$ cat config.mk
export PLATFORM = sky130hd
export DESIGN_NAME = regReadUnit
export DESIGN_NICKNAME = d
export VERILOG_FILES = /design/src/design/rvTypesPkg.sv /design/src/design/pipeTypesPkg.sv /design/src/design/intRegFile.sv /design/src/design/fpRegFile.sv /design/src/design/regReadStage.sv /design/src/design/regReadUnit.sv
export SDC_FILE = /design/constraint.sdc
export NUM_CORES = 2
export LEC_CHECK = 0
export BUFFER_PORTS_ARGS = -buffer_cell sky130_fd_sc_hd__buf_2
export CORE_UTILIZATION = 40
export CTS_CLUSTER_DIAMETER = 40
export DETAILED_ROUTE_END_ITERATION = 10
export GPL_ROUTABILITY_DRIVEN = 1
export SETUP_SLACK_MARGIN = 0.3
export SLEW_MARGIN = 10
export SYNTH_ARGS = -nofsm -noshare
export SYNTH_HDL_FRONTEND = slang
export SYNTH_HIERARCHICAL = 1
export SYNTH_SLANG_ARGS = --single-unit
export TNS_END_PERCENT = 20
$ cat constraint.sdc
create_clock -name clk -period 1.6 [get_ports clk]
set_clock_uncertainty 0.15 [all_clocks]
set_input_delay 0.4 -clock clk [delete_from_list [all_inputs] [get_ports clk]]
set_output_delay 0.4 -clock clk [all_outputs]
set_load 0.02 [all_outputs]
$ cat src/design/rvTypesPkg.sv
/*
 * RV32 architectural types
 * Vector widths for integer words, register indices, CSR addresses and the
 * default floating-point register width
 */

package rvTypesPkg;

    // Integer register value, program counter and instruction word
    localparam int xlen = 32;

    // Register index width for both the integer and the FP file
    localparam int regAddrWidth = 5;

    localparam int csrAddrWidth = 12;

    // Single precision by default; 64 gives double precision
    localparam int flenDefault = 32;

    typedef logic [xlen-1:0] wordT;

    typedef logic [regAddrWidth-1:0] regAddrT;

    typedef logic [csrAddrWidth-1:0] csrAddrT;

endpackage

$ cat src/design/pipeTypesPkg.sv
/*
 * Pipeline field types
 * Per-instruction fields carried between stages and the bit positions of the
 * operand fields inside an RV32 instruction word
 */

package pipeTypesPkg;

    // Decode output, carried unchanged by register read
    localparam int ctrlWidth = 8;

    // The trap cause sits in the low bits, the trap-valid bit above it
    localparam int trapCauseWidth = 4;

    typedef logic [ctrlWidth-1:0] ctrlT;

    typedef logic [trapCauseWidth:0] trapT;

    // Source register fields of the standard and R4 formats
    localparam int rs1Msb = 19;
    localparam int rs1Lsb = 15;

    localparam int rs2Msb = 24;
    localparam int rs2Lsb = 20;

    // Third source, used only by the fused multiply-add group
    localparam int rs3Msb = 31;
    localparam int rs3Lsb = 27;

    // CSR address of the SYSTEM opcode
    localparam int csrMsb = 31;
    localparam int csrLsb = 20;

endpackage

$ cat src/design/intRegFile.sv
/*
 * Integer register file
 * Thirty-two words with two combinational reads and one clocked write;
 * x0 ignores writes and always reads as zero
 */

`timescale 1ns/1ns

module intRegFile (
    input  logic               clk,
    input  logic               arstN,
    input  rvTypesPkg::regAddrT rdAddr1,
    input  rvTypesPkg::regAddrT rdAddr2,
    output rvTypesPkg::wordT    rdData1,
    output rvTypesPkg::wordT    rdData2,
    input  logic               wrEn,
    input  rvTypesPkg::regAddrT wrAddr,
    input  rvTypesPkg::wordT    wrData
);

    rvTypesPkg::wordT regs [32];

    // Writes land at the edge, so a read in the same cycle still sees the
    // old contents
    always_ff @(posedge clk or negedge arstN) begin
        if (!arstN) begin
            for (int i = 0; i < 32; i++) begin
                regs[i] <= '0;
            end
        end else if (wrEn && (wrAddr != '0)) begin
            regs[wrAddr] <= wrData;
        end
    end

    // x0 is cleared by reset and never written, so it always reads zero
    assign rdData1 = regs[rdAddr1];
    assign rdData2 = regs[rdAddr2];

endmodule

$ cat src/design/fpRegFile.sv
/*
 * Floating-point register file
 * Thirty-two FLEN-bit entries with three combinational reads for fused
 * multiply-add operands and one clocked write
 */

`timescale 1ns/1ns

module fpRegFile #(
    parameter int FLEN = rvTypesPkg::flenDefault
) (
    input  logic                clk,
    input  logic                arstN,
    input  rvTypesPkg::regAddrT rdAddr1,
    input  rvTypesPkg::regAddrT rdAddr2,
    input  rvTypesPkg::regAddrT rdAddr3,
    output logic [FLEN-1:0]     rdData1,
    output logic [FLEN-1:0]     rdData2,
    output logic [FLEN-1:0]     rdData3,
    input  logic                wrEn,
    input  rvTypesPkg::regAddrT wrAddr,
    input  logic [FLEN-1:0]     wrData
);

    logic [FLEN-1:0] regs [32];

    // Unlike the integer file, f0 is an ordinary register
    always_ff @(posedge clk or negedge arstN) begin
        if (!arstN) begin
            for (int i = 0; i < 32; i++) begin
                regs[i] <= '0;
            end
        end else if (wrEn) begin
            regs[wrAddr] <= wrData;
        end
    end

    // No bypass from the write port
    assign rdData1 = regs[rdAddr1];
    assign rdData2 = regs[rdAddr2];
    assign rdData3 = regs[rdAddr3];

endmodule

$ cat src/design/regReadStage.sv
/*
 * Register read stage
 * Slices operand and CSR addresses from the instruction, reads both register
 * files and registers the operands with the decode fields for execute
 */

`timescale 1ns/1ns

module regReadStage #(
    parameter int FLEN = rvTypesPkg::flenDefault
) (
    input  logic                    clk,
    input  logic                    arstN,
    input  logic                    rrStall,
    input  logic                    flush,

    input  logic                    inValid,
    input  rvTypesPkg::wordT        inPc,
    input  rvTypesPkg::wordT        inInsn,
    input  pipeTypesPkg::ctrlT      inCtrl,
    input  pipeTypesPkg::trapT      inTrap,

    output rvTypesPkg::regAddrT     intRdAddr1,
    output rvTypesPkg::regAddrT     intRdAddr2,
    input  rvTypesPkg::wordT        intRdData1,
    input  rvTypesPkg::wordT        intRdData2,

    output rvTypesPkg::regAddrT     fpRdAddr1,
    output rvTypesPkg::regAddrT     fpRdAddr2,
    output rvTypesPkg::regAddrT     fpRdAddr3,
    input  logic [FLEN-1:0]         fpRdData1,
    input  logic [FLEN-1:0]         fpRdData2,
    input  logic [FLEN-1:0]         fpRdData3,

    output logic                    outValid,
    output rvTypesPkg::wordT        outPc,
    output rvTypesPkg::wordT        outInsn,
    output pipeTypesPkg::ctrlT      outCtrl,
    output rvTypesPkg::csrAddrT     outCsrAddr,
    output pipeTypesPkg::trapT      outTrap,
    output rvTypesPkg::wordT        outIntSrc1,
    output rvTypesPkg::wordT        outIntSrc2,
    output logic [FLEN-1:0]         outFpSrc1,
    output logic [FLEN-1:0]         outFpSrc2,
    output logic [FLEN-1:0]         outFpSrc3
);

    rvTypesPkg::regAddrT rs1;
    rvTypesPkg::regAddrT rs2;
    rvTypesPkg::regAddrT rs3;
    rvTypesPkg::csrAddrT csrAddr;

    // Fields sit at fixed positions, so they are sliced whatever the opcode;
    // execute ignores the ones its instruction does not use
    assign rs1     = inInsn[pipeTypesPkg::rs1Msb:pipeTypesPkg::rs1Lsb];
    assign rs2     = inInsn[pipeTypesPkg::rs2Msb:pipeTypesPkg::rs2Lsb];
    assign rs3     = inInsn[pipeTypesPkg::rs3Msb:pipeTypesPkg::rs3Lsb];
    assign csrAddr = inInsn[pipeTypesPkg::csrMsb:pipeTypesPkg::csrLsb];

    assign intRdAddr1 = rs1;
    assign intRdAddr2 = rs2;
    assign fpRdAddr1  = rs1;
    assign fpRdAddr2  = rs2;
    assign fpRdAddr3  = rs3;

    // Flush wins over stall; a stalled stage simply keeps its register, and
    // the instruction on the inputs waits in decode
    always_ff @(posedge clk or negedge arstN) begin
        if (!arstN) begin
            outValid   <= 1'b0;
            outPc      <= '0;
            outInsn    <= '0;
            outCtrl    <= '0;
            outCsrAddr <= '0;
            outTrap    <= '0;
            outIntSrc1 <= '0;
            outIntSrc2 <= '0;
            outFpSrc1  <= '0;
            outFpSrc2  <= '0;
            outFpSrc3  <= '0;
        end else if (flush) begin
            outValid   <= 1'b0;
            outPc      <= '0;
            outInsn    <= '0;
            outCtrl    <= '0;
            outCsrAddr <= '0;
            outTrap    <= '0;
            outIntSrc1 <= '0;
            outIntSrc2 <= '0;
            outFpSrc1  <= '0;
            outFpSrc2  <= '0;
            outFpSrc3  <= '0;
        end else if (!rrStall) begin
            outValid   <= inValid;
            outPc      <= inPc;
            outInsn    <= inInsn;
            outCtrl    <= inCtrl;
            outCsrAddr <= csrAddr;
            outTrap    <= inTrap;
            outIntSrc1 <= intRdData1;
            outIntSrc2 <= intRdData2;
            outFpSrc1  <= fpRdData1;
            outFpSrc2  <= fpRdData2;
            outFpSrc3  <= fpRdData3;
        end
    end

endmodule

$ cat src/design/regReadUnit.sv
/*
 * Register read unit
 * Joins the register read stage with the integer and FP register files
 */

`timescale 1ns/1ns

module regReadUnit #(
    parameter int FLEN = rvTypesPkg::flenDefault
) (
    input  logic                clk,
    input  logic                arstN,

    input  logic                inValid,
    input  rvTypesPkg::wordT    inPc,
    input  rvTypesPkg::wordT    inInsn,
    input  pipeTypesPkg::ctrlT  inCtrl,
    input  pipeTypesPkg::trapT  inTrap,

    input  logic                rrStall,
    input  logic                flush,

    input  logic                intWrEn,
    input  rvTypesPkg::regAddrT intWrAddr,
    input  rvTypesPkg::wordT    intWrData,
    input  logic                fpWrEn,
    input  rvTypesPkg::regAddrT fpWrAddr,
    input  logic [FLEN-1:0]     fpWrData,

    output logic                outValid,
    output rvTypesPkg::wordT    outPc,
    output rvTypesPkg::wordT    outInsn,
    output pipeTypesPkg::ctrlT  outCtrl,
    output rvTypesPkg::csrAddrT outCsrAddr,
    output pipeTypesPkg::trapT  outTrap,
    output rvTypesPkg::wordT    outIntSrc1,
    output rvTypesPkg::wordT    outIntSrc2,
    output logic [FLEN-1:0]     outFpSrc1,
    output logic [FLEN-1:0]     outFpSrc2,
    output logic [FLEN-1:0]     outFpSrc3
);

    rvTypesPkg::regAddrT intRdAddr1;
    rvTypesPkg::regAddrT intRdAddr2;
    rvTypesPkg::wordT    intRdData1;
    rvTypesPkg::wordT    intRdData2;

    rvTypesPkg::regAddrT fpRdAddr1;
    rvTypesPkg::regAddrT fpRdAddr2;
    rvTypesPkg::regAddrT fpRdAddr3;
    logic [FLEN-1:0]     fpRdData1;
    logic [FLEN-1:0]     fpRdData2;
    logic [FLEN-1:0]     fpRdData3;

    regReadStage #(
        .FLEN(FLEN)
    ) stage0 (
        .clk        (clk),
        .arstN      (arstN),
        .rrStall    (rrStall),
        .flush      (flush),
        .inValid    (inValid),
        .inPc       (inPc),
        .inInsn     (inInsn),
        .inCtrl     (inCtrl),
        .inTrap     (inTrap),
        .intRdAddr1 (intRdAddr1),
        .intRdAddr2 (intRdAddr2),
        .intRdData1 (intRdData1),
        .intRdData2 (intRdData2),
        .fpRdAddr1  (fpRdAddr1),
        .fpRdAddr2  (fpRdAddr2),
        .fpRdAddr3  (fpRdAddr3),
        .fpRdData1  (fpRdData1),
        .fpRdData2  (fpRdData2),
        .fpRdData3  (fpRdData3),
        .outValid   (outValid),
        .outPc      (outPc),
        .outInsn    (outInsn),
        .outCtrl    (outCtrl),
        .outCsrAddr (outCsrAddr),
        .outTrap    (outTrap),
        .outIntSrc1 (outIntSrc1),
        .outIntSrc2 (outIntSrc2),
        .outFpSrc1  (outFpSrc1),
        .outFpSrc2  (outFpSrc2),
        .outFpSrc3  (outFpSrc3)
    );

    intRegFile intRf0 (
        .clk     (clk),
        .arstN   (arstN),
        .rdAddr1 (intRdAddr1),
        .rdAddr2 (intRdAddr2),
        .rdData1 (intRdData1),
        .rdData2 (intRdData2),
        .wrEn    (intWrEn),
        .wrAddr  (intWrAddr),
        .wrData  (intWrData)
    );

    fpRegFile #(
        .FLEN(FLEN)
    ) fpRf0 (
        .clk     (clk),
        .arstN   (arstN),
        .rdAddr1 (fpRdAddr1),
        .rdAddr2 (fpRdAddr2),
        .rdAddr3 (fpRdAddr3),
        .rdData1 (fpRdData1),
        .rdData2 (fpRdData2),
        .rdData3 (fpRdData3),
        .wrEn    (fpWrEn),
        .wrAddr  (fpWrAddr),
        .wrData  (fpWrData)
    );

endmodule

Word level (Yosys, flattened, before mapping). Index checks and enable logic that the tools add are counted.

Register bits after elaboration: 2298. Input bits: 158. Output and inout bits: 250.

Muxes and demuxes: 43. Equal/unequal tests: 1. Order comparisons: 7. Reduce and logical (&&, ||, !) cells: 4. Bitwise operators: 5.

Operator list (count): $bwmux 1024 (2); $mux 32 (26); $bmux 32 s5 (5); $demux 32 s5 (2); $ge 6x6->1 const B (5); $not 5->6 (5); $mux 12 (2); $mux 8 (2); $lt 6x1->1 const B (2); $mux 5 (2); $reduce_bool 5->1 (1); $logic_and 1x1->1 (3); $mux 1 (2); $ne 2x1->1 const B (1).

Longest topological paths before layout.
Depth after elaboration: 6. Depth in mapped cells: 11. Mapped depth without buffers: 7.

Hierarchy. The synthesis kept the hierarchy.

By module, submodules not included: fpRegFile (cells an instance 5763, area an instance 64992.3 µm², times used 1); intRegFile (cells an instance 4601, area an instance 55942.4 µm², times used 1); regReadStage (cells an instance 804, area an instance 10124.7 µm², times used 1).

Worst setup path before layout. OpenSTA, ideal clock, no wires.

Kind: in2reg. From: input port inInsn[21]. To: register stage0.outFpSrc2[11]. Data arrival time: 1.830 ns. Required time: 1.318 ns. Setup slack: -0.512 ns. Cell stages on the path: 11. Path through: buf_4 buf_2 buf_4 buf_2 buf_2 mux2i_1 nand2_1 a31oi_1 nand3_1 mux2i_1 nor2_1.

Cells in the longest elaborated chain, start to end: 6.

RTL lines: start, declared (line regReadUnit.sv:16) `input rvTypesPkg::wordT inInsn,`; $not 5->6 (implied by the code) (line fpRegFile.sv:40) `assign rdData2 = regs[rdAddr2];`; $bmux 32 s5 (line fpRegFile.sv:40); $mux 32 (implied by the code) (2 in series) (line fpRegFile.sv:40); net fpRdData2[11] (line regReadUnit.sv:52) `logic [FLEN-1:0] fpRdData2;`; $mux 32 (line regReadStage.sv:93) `end else if (!rrStall) begin`; $mux 32 (line regReadStage.sv:81) `end else if (flush) begin`; end signal, assigned (line regReadStage.sv:103) `outFpSrc2 <= fpRdData2;`; end, declared (line regReadStage.sv:44) `output logic [FLEN-1:0] outFpSrc2,`.

The timed path passes the listed nets, and every way through them passes these cells. The select of a mux whose other input is x is not followed. A chain may end at the register's enable or synchronous reset.

Final worst setup path.
From: register stage0.outIntSrc1[12]. To: output port outIntSrc1[12].

RTL lines: start, declared (line regReadStage.sv:41) `output rvTypesPkg::wordT outIntSrc1,`; start signal, assigned (line regReadStage.sv:100) `outIntSrc1 <= intRdData1;`; end, declared (line regReadUnit.sv:36) `output rvTypesPkg::wordT outIntSrc1,`.

No word-level cell between the ends.

==> impl_metrics.env <==
export IMPL_status="complete, but fails checks"
export IMPL_violations="setup timing"
export IMPL_die_w_um=574
export IMPL_final_period_utilization=1.38
export IMPL_grt_pass1_wl_mm=724
export IMPL_drv_cap=0
export IMPL_antenna_found_initial=31
export IMPL_crit_type="reg2out"
export IMPL_slew_headroom=0.502
export IMPL_root_buffer="clkbuf_16"
export IMPL_path_clk_slew_ps=50
export IMPL_start_util=0.403
export IMPL_wire_per_inst_um=28.5
export IMPL_vdd_ir_drop_max_mv=1.23
export IMPL_setup_violations=387
export IMPL_async_flop_share=1.00
export IMPL_path_buf_inv=1
export IMPL_gr_total_overflow=0
export IMPL_drive_gt1_frac=0.382
export IMPL_vias=103000
export IMPL_fp_dieH_um=574
export IMPL_finalInstanceArea_um2=168000
export IMPL_hold_violations=0
export IMPL_grt_max_degree=61
export IMPL_ys_warn_count=6
export IMPL_numPortBuffers=407
export IMPL_die_area_um2=330000
export IMPL_yosys_area_top_type="dfrtp_1"
export IMPL_synth_edf_count=0
export IMPL_route_detailed_drc=0
export IMPL_syn_area_per_cell_um2=11.7
export IMPL_ant_nets=0
export IMPL_ys_seq_area_frac=0.436
export IMPL_final_common_cell="mux2i_1"
export IMPL_cts_tree="done"
export IMPL_drtPass1Iterations=8
export IMPL_hp_class="in2reg"
export IMPL_fill_cells=27900
export IMPL_synth_area_leaders="dfrtp_1 (44%), mux2i_1 (21%), mux2_2 (17%)"
export IMPL_fin_cells=17200
export IMPL_grt_setup_unrepaired="yes"
export IMPL_syn2layout_area_growth_pct=28.2
export IMPL_slew_viol_final=0
export IMPL_dp_hpwl_mm=333
export IMPL_synth_nets=11300
export IMPL_power_density_nw_per_um2=1250
export IMPL_setup_slack_ps=-612
export IMPL_tightest_slew_ps=746
export IMPL_grt_busiest_layer="met2"
export IMPL_ys_ff_latch=2286
export IMPL_synth_top_area_frac=0.436
export IMPL_nets=12700
export IMPL_grt_use_met2=0.471
export IMPL_cts_sinks=2286
export IMPL_worstPathRequired_ps=1050
export IMPL_period_needed_ps=2210
export IMPL_layout_common_cells="mux2i_1 (2788), dfrtp_1 (2240), mux2_2 (1940)"
export IMPL_global_route_usage_met1=0.375
export IMPL_p_leak_uw=0.0804
export IMPL_gr_usage_met3=0.0490
export IMPL_syn_inst=11200
export IMPL_arrival_ps=1660
export IMPL_track_usage=0.290
export IMPL_dp_slack_ps=-1290
export IMPL_cp_max_fo=2
export IMPL_io_pins=408
export IMPL_gp_congestion=0.920
export IMPL_design_core_area_um2=325000
export IMPL_critical_path_top_delay_family="flip-flops"
export IMPL_htree_levels=5
export IMPL_crit_slowest_cell="dfrtp_2"
export IMPL_clockBufferDepth=4
export IMPL_critPathMaxStageDelay_ps=540
export IMPL_cp_cell_sequence="buf_6"
export IMPL_vias_per_cell=5.99
export IMPL_synth_area_um2=131000
export IMPL_place_area_um2=150000
export IMPL_drt_iter0_drc=9945
export IMPL_grt_pass1_vias=108000
export IMPL_critPathLaunchType="flop"
export IMPL_yosysUniqueCellTypes=30
export IMPL_num_rows=209
export IMPL_max_clock_freq_mhz=452
export IMPL_placed_cells=16300
export IMPL_routed_wl_mm=491
export IMPL_synth_ff_type="dfrtp_1"
export IMPL_end_kind="primary output"
export IMPL_cts_buffers=401
export IMPL_insertion_delay_ps=950
per-stage QoR:
| stage | util | hold WS, ps | setup TNS [ps] | total power [uW] |
|---|---|---|---|---|
| 2_1_floorplan | - | -45.6 | -222510 | 102000 |
| 6_report | 0.517 | 23.4 | -130520 | 210000 |
| 4_1_cts | 0.514 | 3.06 | -171600 | 210000 |
| 3_3_place_gp | 0.460 | 154 | -1061090 | 117000 |
| 5_1_grt | 0.517 | 12.3 | -149980 | 218000 |
| 3_5_place_dp | 0.460 | 154 | -1089970 | 119000 |
report_power, final:
group          leakage (uW)  internal, uW  total (uW)  switching, uW
clock               0.00687         58100       90100          31900
combinational        0.0442         22200       42300          20100
sequential           0.0294         68300       78000           9680
total                0.0804        149000      210000          61700
worst paths after layout:
path | from | end | slack [ps] | cells past startpoint
setup / recovery | stage0/outIntSrc1[12] | outIntSrc1[12] | -610 | 1
hold / removal | rrStall | stage0/outFpSrc1[2] | 20 | 5
setup reg to reg | fpRf0/regs[904] | stage0/outFpSrc3[8] | -320 | 10
hold reg to reg | intRf0/regs[1017] | intRf0/regs[1017] | 250 | 0
max in group asynchronous | arstN | fpRf0/regs[422] | 490 | 3
min in group asynchronous | arstN | fpRf0/regs[198] | 100 | 3
state kept, by name (all words and copies together), names as in the netlist:
name / count
stage0/outFpSrc2: 32
stage0/outTrap: 5
stage0/outCtrl: 8
stage0/outFpSrc3: 32
stage0/outFpSrc1: 32
stage0/outIntSrc2: 32
stage0/outPc: 32
intRf0/regs: 1024
stage0/outInsn: 31
stage0/outCsrAddr: 1
stage0/outValid: 1
stage0/outIntSrc1: 32
fpRf0/regs: 1024
layer usage:
| metal | routed length, um | share of wire |
|---|---|---|
| met5 | 81 | 0.00016 |
| met4 | 25600 | 0.052 |
| met3 | 35200 | 0.072 |
| met2 | 229000 | 0.47 |
| met1 | 201000 | 0.41 |
cell usage after synthesis (all sizes together), types with 7 or more instances:
cell type  instances
nand3b             8
mux2            2016
nor2             277
nor3b              8
a22oi            480
clkbuf           484
a22o             320
buf              649
nand3            484
nand2b            10
dfrtp           2286
mux2i           2798
or2                7
a21oi            480
nand2            518
a31oi            160
nor3             162
nor2b             10
worst min-delay path, cell delays in order:
cell	delay, ps
buf_8	100
buf_8	160
buf_12	180
mux2i_1	160
nor2_1	50
area by class of cell:
cell class / instances / area (um^2) / share of cell area
Antenna cell: 13 / 32.5 / 0.000194
Multi-Input combinational cell: 7749 / 68600 / 0.408
Tap cell: 4325 / 5410 / 0.0322
Timing Repair Buffer: 2112 / 22600 / 0.134
Clock buffer: 491 / 11100 / 0.0658
Clock inverter: 253 / 3150 / 0.0187
Sequential cell: 2286 / 57300 / 0.341
cells by family (layout without fill, tap and decap cells):
family | Yosys count | after routing | share of synthesized area
other | 0 | 13 | 0
and+or+nand+nor | 1495 | 1495 | 0.0523
DFF | 2286 | 2286 | 0.436
buffers and inverters | 1133 | 2856 | 0.0494
muxes | 4814 | 4814 | 0.387
AOI/OAI and AO/OA | 1440 | 1440 | 0.0748
repair_timing:
item	in CTS	in global routing
endpoints found under the hold margin	4364	0
setup endpoints to repair	410	613
setup buffers	22	27
pin swaps	129	105
hold buffers	142	0
resized for setup	434	189
No activity file was read; power rests on OpenSTA's default activity.
